## src/verilog/vector_dot_pkg.sv

```systemverilog
`default_nettype none

//////////////////////////////////////////////////////////////////////
// Shared geometry for the backprop element-wise product unit
//////////////////////////////////////////////////////////////////////

package vector_dot_pkg;

    // Cells per vector
    localparam int vd_vector_len = 5;

    // Operand cell widths, signed fixed point
    localparam int vd_a_width = 8;
    localparam int vd_b_width = 8;

    // Result cell width after shift and clamp
    localparam int vd_result_width = 10;

    // Fraction bits dropped from each full product
    localparam int vd_fraction_width = 2;

    // Multiplier lanes working in parallel
    localparam int vd_tiling = 1;

    //////////////////////////////////////////////////////////////////////
    // Tile count helper
    //////////////////////////////////////////////////////////////////////

    // Ceiling of vector_len over tiling
    // One tile per busy cycle, last tile may be partly masked
    function automatic int vd_tile_count(
        input int vector_len,
        input int tiling
    );
        int tiles;
        tiles = (vector_len + tiling - 1) / tiling;
        // Degenerate geometry still needs one tile
        if (tiles < 1) begin
            tiles = 1;
        end
        return tiles;
    endfunction

endpackage

`default_nettype wire

```

## src/verilog/fixed_mult.sv

```systemverilog
`timescale 1ns/100ps
`default_nettype none

//////////////////////////////////////////////////////////////////////
// Signed fixed-point multiplier cell
//////////////////////////////////////////////////////////////////////

module fixed_mult #(
    parameter int A_WIDTH        = 8,
    parameter int B_WIDTH        = 8,
    parameter int RESULT_WIDTH   = 10,
    parameter int FRACTION_WIDTH = 2
) (
    input  wire logic signed [A_WIDTH-1:0]      a,
    input  wire logic signed [B_WIDTH-1:0]      b,
    output logic signed [RESULT_WIDTH-1:0]      product,
    output logic                                overflow
);

    // Full product width, no bits lost
    localparam int PROD_WIDTH = A_WIDTH + B_WIDTH;

    // Working width wide enough for both product and result
    localparam int EXT_WIDTH = (PROD_WIDTH > RESULT_WIDTH) ? PROD_WIDTH : RESULT_WIDTH;

    // Bits above the result sign bit, plus the sign bit itself
    localparam int HIGH_WIDTH = EXT_WIDTH - RESULT_WIDTH + 1;

    // Clamp limits of the result cell
    localparam logic signed [RESULT_WIDTH-1:0] RESULT_MAX =
        {1'b0, {(RESULT_WIDTH-1){1'b1}}};
    localparam logic signed [RESULT_WIDTH-1:0] RESULT_MIN =
        {1'b1, {(RESULT_WIDTH-1){1'b0}}};

    logic signed [PROD_WIDTH-1:0] full_product;
    logic signed [PROD_WIDTH-1:0] shifted_product;
    logic signed [EXT_WIDTH-1:0]  shifted_ext;
    logic        [HIGH_WIDTH-1:0] high_bits;
    logic                         sign_bit;

    //////////////////////////////////////////////////////////////////////
    // Multiply and drop fraction bits
    //////////////////////////////////////////////////////////////////////

    // Both operands signed, so the product is sign extended
    assign full_product = a * b;

    // Arithmetic shift, truncates toward minus infinity
    assign shifted_product = full_product >>> FRACTION_WIDTH;

    // Sign extend into the working width
    assign shifted_ext = shifted_product;

    //////////////////////////////////////////////////////////////////////
    // Saturation
    //////////////////////////////////////////////////////////////////////

    // Fits only if all high bits repeat the sign
    assign high_bits = shifted_ext[EXT_WIDTH-1:RESULT_WIDTH-1];
    assign sign_bit  = shifted_ext[EXT_WIDTH-1];

    always_comb begin
        overflow = (high_bits != {HIGH_WIDTH{1'b0}}) &&
                   (high_bits != {HIGH_WIDTH{1'b1}});
        if (!overflow) begin
            product = shifted_ext[RESULT_WIDTH-1:0];
        end else if (sign_bit) begin
            // Too negative
            product = RESULT_MIN;
        end else begin
            // Too positive
            product = RESULT_MAX;
        end
    end

endmodule

`default_nettype wire

```

## src/verilog/vector_dot.sv

```systemverilog
`timescale 1ns/100ps
`default_nettype none

//////////////////////////////////////////////////////////////////////
// Element-wise fixed-point vector product, tiled over lanes
//////////////////////////////////////////////////////////////////////

module vector_dot #(
    parameter int VECTOR_LEN        = 5,
    parameter int A_CELL_WIDTH      = 8,
    parameter int B_CELL_WIDTH      = 8,
    parameter int RESULT_CELL_WIDTH = 10,
    parameter int FRACTION_WIDTH    = 2,
    parameter int TILING            = 1
) (
    input  wire logic                                  clk,
    input  wire logic                                  rst_n,
    input  wire logic                                  start,
    input  wire logic [VECTOR_LEN*A_CELL_WIDTH-1:0]    a,
    input  wire logic [VECTOR_LEN*B_CELL_WIDTH-1:0]    b,
    output logic [VECTOR_LEN*RESULT_CELL_WIDTH-1:0]    result,
    output logic                                       valid,
    output logic                                       error
);

    import vector_dot_pkg::*;

    // Tiles per vector
    localparam int TILES = vd_tile_count(VECTOR_LEN, TILING);

    // Cells covered by all tiles, includes masked tail
    localparam int PAD_LEN = TILES * TILING;

    localparam int CNT_WIDTH = (TILES > 1) ? $clog2(TILES) : 1;
    localparam int IDX_WIDTH = $clog2(PAD_LEN + 1);

    // Padded operand widths
    localparam int A_PAD_WIDTH = PAD_LEN * A_CELL_WIDTH;
    localparam int B_PAD_WIDTH = PAD_LEN * B_CELL_WIDTH;

    // Operand registers, zero padded up to a whole tile
    logic [A_PAD_WIDTH-1:0] a_reg;
    logic [B_PAD_WIDTH-1:0] b_reg;

    // Control state
    logic                 busy;
    logic [CNT_WIDTH-1:0] tile_cnt;
    logic                 last_tile;
    logic                 accept;
    logic                 err_acc;
    logic                 valid_reg;

    // Result register, held until the next capture
    logic [VECTOR_LEN*RESULT_CELL_WIDTH-1:0] result_reg;

    // Per-lane signals
    logic        [IDX_WIDTH-1:0]         lane_idx     [TILING];
    logic signed [A_CELL_WIDTH-1:0]      lane_a       [TILING];
    logic signed [B_CELL_WIDTH-1:0]      lane_b       [TILING];
    logic signed [RESULT_CELL_WIDTH-1:0] lane_product [TILING];
    logic        [TILING-1:0]            lane_ovf;
    logic        [TILING-1:0]            lane_valid;
    logic                                any_ovf;

    //////////////////////////////////////////////////////////////////////
    // Control
    //////////////////////////////////////////////////////////////////////

    // Start only counts while idle
    assign accept    = start && !busy;
    assign last_tile = (tile_cnt == CNT_WIDTH'(TILES - 1));

    always_ff @(posedge clk or negedge rst_n) begin
        if (!rst_n) begin
            busy      <= 1'b0;
            tile_cnt  <= '0;
            err_acc   <= 1'b0;
            valid_reg <= 1'b0;
        end else begin
            // Valid is a single-cycle pulse
            valid_reg <= 1'b0;
            if (accept) begin
                busy     <= 1'b1;
                tile_cnt <= '0;
                // New vector, fresh error
                err_acc  <= 1'b0;
            end else if (busy) begin
                // Sticky overflow across tiles
                err_acc <= err_acc | any_ovf;
                if (last_tile) begin
                    busy      <= 1'b0;
                    tile_cnt  <= '0;
                    valid_reg <= 1'b1;
                end else begin
                    tile_cnt <= tile_cnt + 1'b1;
                end
            end
        end
    end

    //////////////////////////////////////////////////////////////////////
    // Operand capture and result assembly
    //////////////////////////////////////////////////////////////////////

    always_ff @(posedge clk) begin
        if (accept) begin
            // Zero extend, tail cells feed masked lanes only
            a_reg <= A_PAD_WIDTH'(a);
            b_reg <= B_PAD_WIDTH'(b);
        end
        if (busy) begin
            // Write this tile's lanes at their cell offset
            for (int lane = 0; lane < TILING; lane++) begin
                if (lane_valid[lane]) begin
                    result_reg[lane_idx[lane]*RESULT_CELL_WIDTH +: RESULT_CELL_WIDTH] <=
                        lane_product[lane];
                end
            end
        end
    end

    //////////////////////////////////////////////////////////////////////
    // Multiplier lanes
    //////////////////////////////////////////////////////////////////////

    for (genvar l = 0; l < TILING; l++) begin : gen_lane
        // Cell handled by this lane in the current tile
        assign lane_idx[l]   = IDX_WIDTH'(tile_cnt * TILING + l);
        assign lane_valid[l] = (lane_idx[l] < IDX_WIDTH'(VECTOR_LEN));

        // Steer the cell pair into the lane
        assign lane_a[l] = a_reg[lane_idx[l]*A_CELL_WIDTH +: A_CELL_WIDTH];
        assign lane_b[l] = b_reg[lane_idx[l]*B_CELL_WIDTH +: B_CELL_WIDTH];

        fixed_mult #(
            .A_WIDTH        (A_CELL_WIDTH),
            .B_WIDTH        (B_CELL_WIDTH),
            .RESULT_WIDTH   (RESULT_CELL_WIDTH),
            .FRACTION_WIDTH (FRACTION_WIDTH)
        ) fixed_mult_inst (
            .a        (lane_a[l]),
            .b        (lane_b[l]),
            .product  (lane_product[l]),
            .overflow (lane_ovf[l])
        );
    end

    // Masked lanes never raise error
    assign any_ovf = |(lane_ovf & lane_valid);

    //////////////////////////////////////////////////////////////////////
    // Outputs
    //////////////////////////////////////////////////////////////////////

    assign result = result_reg;
    assign valid  = valid_reg;

    // Error only shown alongside valid
    assign error  = valid_reg & err_acc;

endmodule

`default_nettype wire

```

## src/verilog/backprop_dot_top.sv

```systemverilog
`timescale 1ns/100ps
`default_nettype none

//////////////////////////////////////////////////////////////////////
// Top level of the backprop product block
//////////////////////////////////////////////////////////////////////

module backprop_dot_top #(
    // Geometry defaults from the shared package
    parameter int VECTOR_LEN        = vector_dot_pkg::vd_vector_len,
    parameter int A_CELL_WIDTH      = vector_dot_pkg::vd_a_width,
    parameter int B_CELL_WIDTH      = vector_dot_pkg::vd_b_width,
    parameter int RESULT_CELL_WIDTH = vector_dot_pkg::vd_result_width,
    parameter int FRACTION_WIDTH    = vector_dot_pkg::vd_fraction_width,
    parameter int TILING            = vector_dot_pkg::vd_tiling
) (
    input  wire logic                                  clk,
    input  wire logic                                  rst_n,

    // One-cycle request with packed operands, cell 0 low
    input  wire logic                                  start,
    input  wire logic [VECTOR_LEN*A_CELL_WIDTH-1:0]    a,
    input  wire logic [VECTOR_LEN*B_CELL_WIDTH-1:0]    b,

    // Packed products, held until the next start
    output logic [VECTOR_LEN*RESULT_CELL_WIDTH-1:0]    result,

    // Done pulse, saturation flag with it
    output logic                                       valid,
    output logic                                       error
);

    // Internal nets between the pins and the core
    logic [VECTOR_LEN*RESULT_CELL_WIDTH-1:0] dot_result;
    logic                                    dot_valid;
    logic                                    dot_error;

    //////////////////////////////////////////////////////////////////////
    // Product core
    //////////////////////////////////////////////////////////////////////

    // Geometry passed straight down
    vector_dot #(
        .VECTOR_LEN        (VECTOR_LEN),
        .A_CELL_WIDTH      (A_CELL_WIDTH),
        .B_CELL_WIDTH      (B_CELL_WIDTH),
        .RESULT_CELL_WIDTH (RESULT_CELL_WIDTH),
        .FRACTION_WIDTH    (FRACTION_WIDTH),
        .TILING            (TILING)
    ) vector_dot_inst (
        .clk    (clk),
        .rst_n  (rst_n),
        .start  (start),
        .a      (a),
        .b      (b),
        .result (dot_result),
        .valid  (dot_valid),
        .error  (dot_error)
    );

    //////////////////////////////////////////////////////////////////////
    // Outputs
    //////////////////////////////////////////////////////////////////////

    // No added latency
    assign result = dot_result;
    assign valid  = dot_valid;
    assign error  = dot_error;

endmodule

`default_nettype wire

```

## config.mk

```make
export PLATFORM = sky130hd
export DESIGN_NAME = backprop_dot_top
export DESIGN_NICKNAME = d
export VERILOG_FILES = /design/src/verilog/vector_dot_pkg.sv /design/src/verilog/fixed_mult.sv /design/src/verilog/vector_dot.sv /design/src/verilog/backprop_dot_top.sv
export SDC_FILE = /design/constraint.sdc
export NUM_CORES = 1
export LEC_CHECK = 0
export ABC_CLOCK_PERIOD_IN_PS = 6800
export BUFFER_PORTS_ARGS = -buffer_cell sky130_fd_sc_hd__buf_2
export CORE_MARGIN = 2
export CORE_UTILIZATION = 53
export DETAILED_ROUTE_END_ITERATION = 8
export GPL_TIMING_DRIVEN = 0
export PLACE_DENSITY = 0.77
export SYNTH_ARGS = -nofsm -noshare
export SYNTH_HDL_FRONTEND = slang
export SYNTH_HIERARCHICAL = 1
export SYNTH_SLANG_ARGS = --single-unit
```

## constraint.sdc

```tcl
create_clock -name clk -period 6.8 [get_ports clk]
set_input_delay 1.36 -clock clk [delete_from_list [all_inputs] [get_ports clk]]
set_output_delay 1.36 -clock clk [all_outputs]
set_load 0.02 [all_outputs]
```

==> flow_summary.toml <==
[status]
status = "complete, but fails checks"
violations = "setup timing"

[timing]
hold_ws_ns = 0.544
finalSetupViolations = 6
fmax_mhz = 146
hold_viol = 0
tightest_slew_ns = 0.903
clock_skew_ns = 0.00959
finalMaxSlewViolations = 0
fin_crit_sh_pct = 101
period_minus_slack_ns = 6.87
rsz0062_at_grt = "true"
setup_ws_ns = -0.0683
relSlewSlack_pct = 39.5

[synthesis]
yosysTopAreaCellShare_pct = 43.9
synth_ff_type = "edfxtp_1"
syn_area_um2 = 8900
synth_edf_count = 130
synth_cell_type_count = 72
avgSynthCellArea_um2 = 12.0
netlist_top_cells_area = "edfxtp_1, fa_1, ha_1, mux4_2, inv_1"
synth_top_area_cell = "edfxtp_1"
synth_cells = 742
ys_warn_count = 6
yosysSeqAreaShare_pct = 45.5
ys_seq_elements = 136
ys_async_sr_fraction_pct = 4.41
syn-num-nets = 915

[worst_setup_path]
critPathBufInv = 7
criticalPathCategory = "reg2reg"
slowest_delay_ns = 0.51
start_kind = "register"
worst_ep_arrival_time_ns = 7.04
cp-end-kind = "register"
path_common_cell = "fa_1"
slowest_stage = "mux4_2"
cp_top_family = "adder cells"
required_ns = 6.97
cp_max_fo = 8

[grt]
antenna_found_initial = 0
grt_pass1_vias = 6762
overflow = 0
grt_max_degree = 39
grt_first_pass_wirelength_mm = 34.1
grt_usage_pct = 24.4

[clock_network]
cts_buffer_depth = 2
cts_buffers = 17
cts_tree = "done"
htreeDepth = 4
holdBufCountCts = 0
clkTransAtPathRegs_ns = 0.07
clockRootBuffer = "clkbuf_16"
clock_latency_ns = 0.43
cts.sinks = 136

[drt]
routed-via-count = 6749
dr.pass1.iters = 5
routedWlPerCell_um = 18.7
final_antenna_net_count = 0
drc_errors = 0
drtIter0Drc = 716
avgViaCountPerCell = 5.70
wl_mm = 22.1

[floorplanning]
dieArea_um2 = 17800
core_area_um2 = 16500
die-width_um = 134
die_h_um = 134
start_util_pct = 53.9
row_count = 47
ioPinCount = 135

[place]
place_area_um2 = 9900
dp_hpwl_mm = 15.1
port_buffers = 134
gp_congestion = 0.970

[layout]
nFillCells = 1048
final_cell_mix = "buf_2, edfxtp_1, inv_1, nor2_1, fa_1"
syn_to_final_growth_pct = 30.8
final_layout_size_suffix_gt1_share_pct = 40.4
final_area_um2 = 11600
final_common_cell = "buf_2"
seq_area_um2 = 4060
diodes = 0
multiInputGateArea_um2 = 5070
fin_nets = 1123
utilization_pct = 70.4
largest_register_ff_count = 50

[min_path]
worstHoldPathType = "reg2reg"

[run]
maxCapViolations = 0
## cell families (layout without fill, tap and decap cells)
group | count (synthesis) | after routing | share of synthesized area, %
simple gates | 220 | 221 | 12.9
mux | 35 | 35 | 6.25
xor+xnor | 18 | 18 | 1.94
fa+ha+maj | 90 | 90 | 17.3
buf+inv | 120 | 339 | 5.48
flops | 136 | 136 | 45.5
compound gates | 123 | 124 | 10.6
## cell type report
class / instances / area share, %
Tap cell: 220 / 2.36
Sequential cell: 136 / 34.8
Timing Repair Buffer: 187 / 9.74
Clock buffer: 17 / 3.65
Inverter: 93 / 3.00
Buffer: 27 / 1.82
Multi-Input combinational cell: 488 / 43.6
Clock inverter: 15 / 1.00
## final timing paths
path,from,end,slack [ns],depth (start not counted)
setup / recovery,vector_dot_inst/tile_cnt[0],vector_dot_inst/result[17],-0.07,25
hold / removal,vector_dot_inst/err_acc,vector_dot_inst/err_acc,0.54,2
setup reg to reg,vector_dot_inst/tile_cnt[0],vector_dot_inst/result[17],-0.07,25
hold reg to reg,vector_dot_inst/err_acc,vector_dot_inst/err_acc,0.54,2
max in group asynchronous,rst_n,vector_dot_inst/tile_cnt[1],5.90,1
min in group asynchronous,rst_n,vector_dot_inst/busy,0.74,1
## worst min-delay path, cell delays in order, from the launching register on
cell     delay, ns
dfrtp_1       0.37
inv_1         0.05
o21ai_0       0.08
## synth_stat cells, types with 13 or more instances
library cell / count
fa_1: 55
nand2_1: 49
mux4_2: 16
mux2i_1: 14
and2_1: 37
a22o_1: 16
o22ai_1: 30
inv_1: 93
ha_1: 35
buf_2: 15
edfxtp_1: 130
o21ai_0: 13
nor2_1: 59
## metrics by stage
stage / setup TNS [ns] / setup WS (ns) / instances
after floorplan: 0 / 0.0395 / 742
final: -0.254 / -0.0683 / 1183
after global routing: -7.90 / -0.278 / 1183
after global placement: -43.57 / -1.23 / 1096
after detailed placement: -48.79 / -1.35 / 1098
after CTS: -0.0161 / -0.0161 / 1153
## per-layer routing
| metal | up-vias | part of all wire [%] | global-route usage [%] |
|---|---|---|---|
| li1 | 3104 | - | - |
| met1 | 3258 | 40 | 31.2 |
| met2 | 322 | 50 | 41.0 |
| met3 | 65 | 5.9 | 3.92 |
| met4 | 0 | 4.1 | 11.5 |
| met5 | - | 0 | 0 |
## what timing repair did
action | CTS | global route
pin swaps | 16 | 47
gates resized for setup | 65 | 105
setup endpoints to repair | 51 | 50
cloned | 2 | 0
setup buffers | 21 | 30
Power is left out: the tool's default activity adds up to more than one toggle a clock period on the data nets, which glitch-free logic cannot reach.
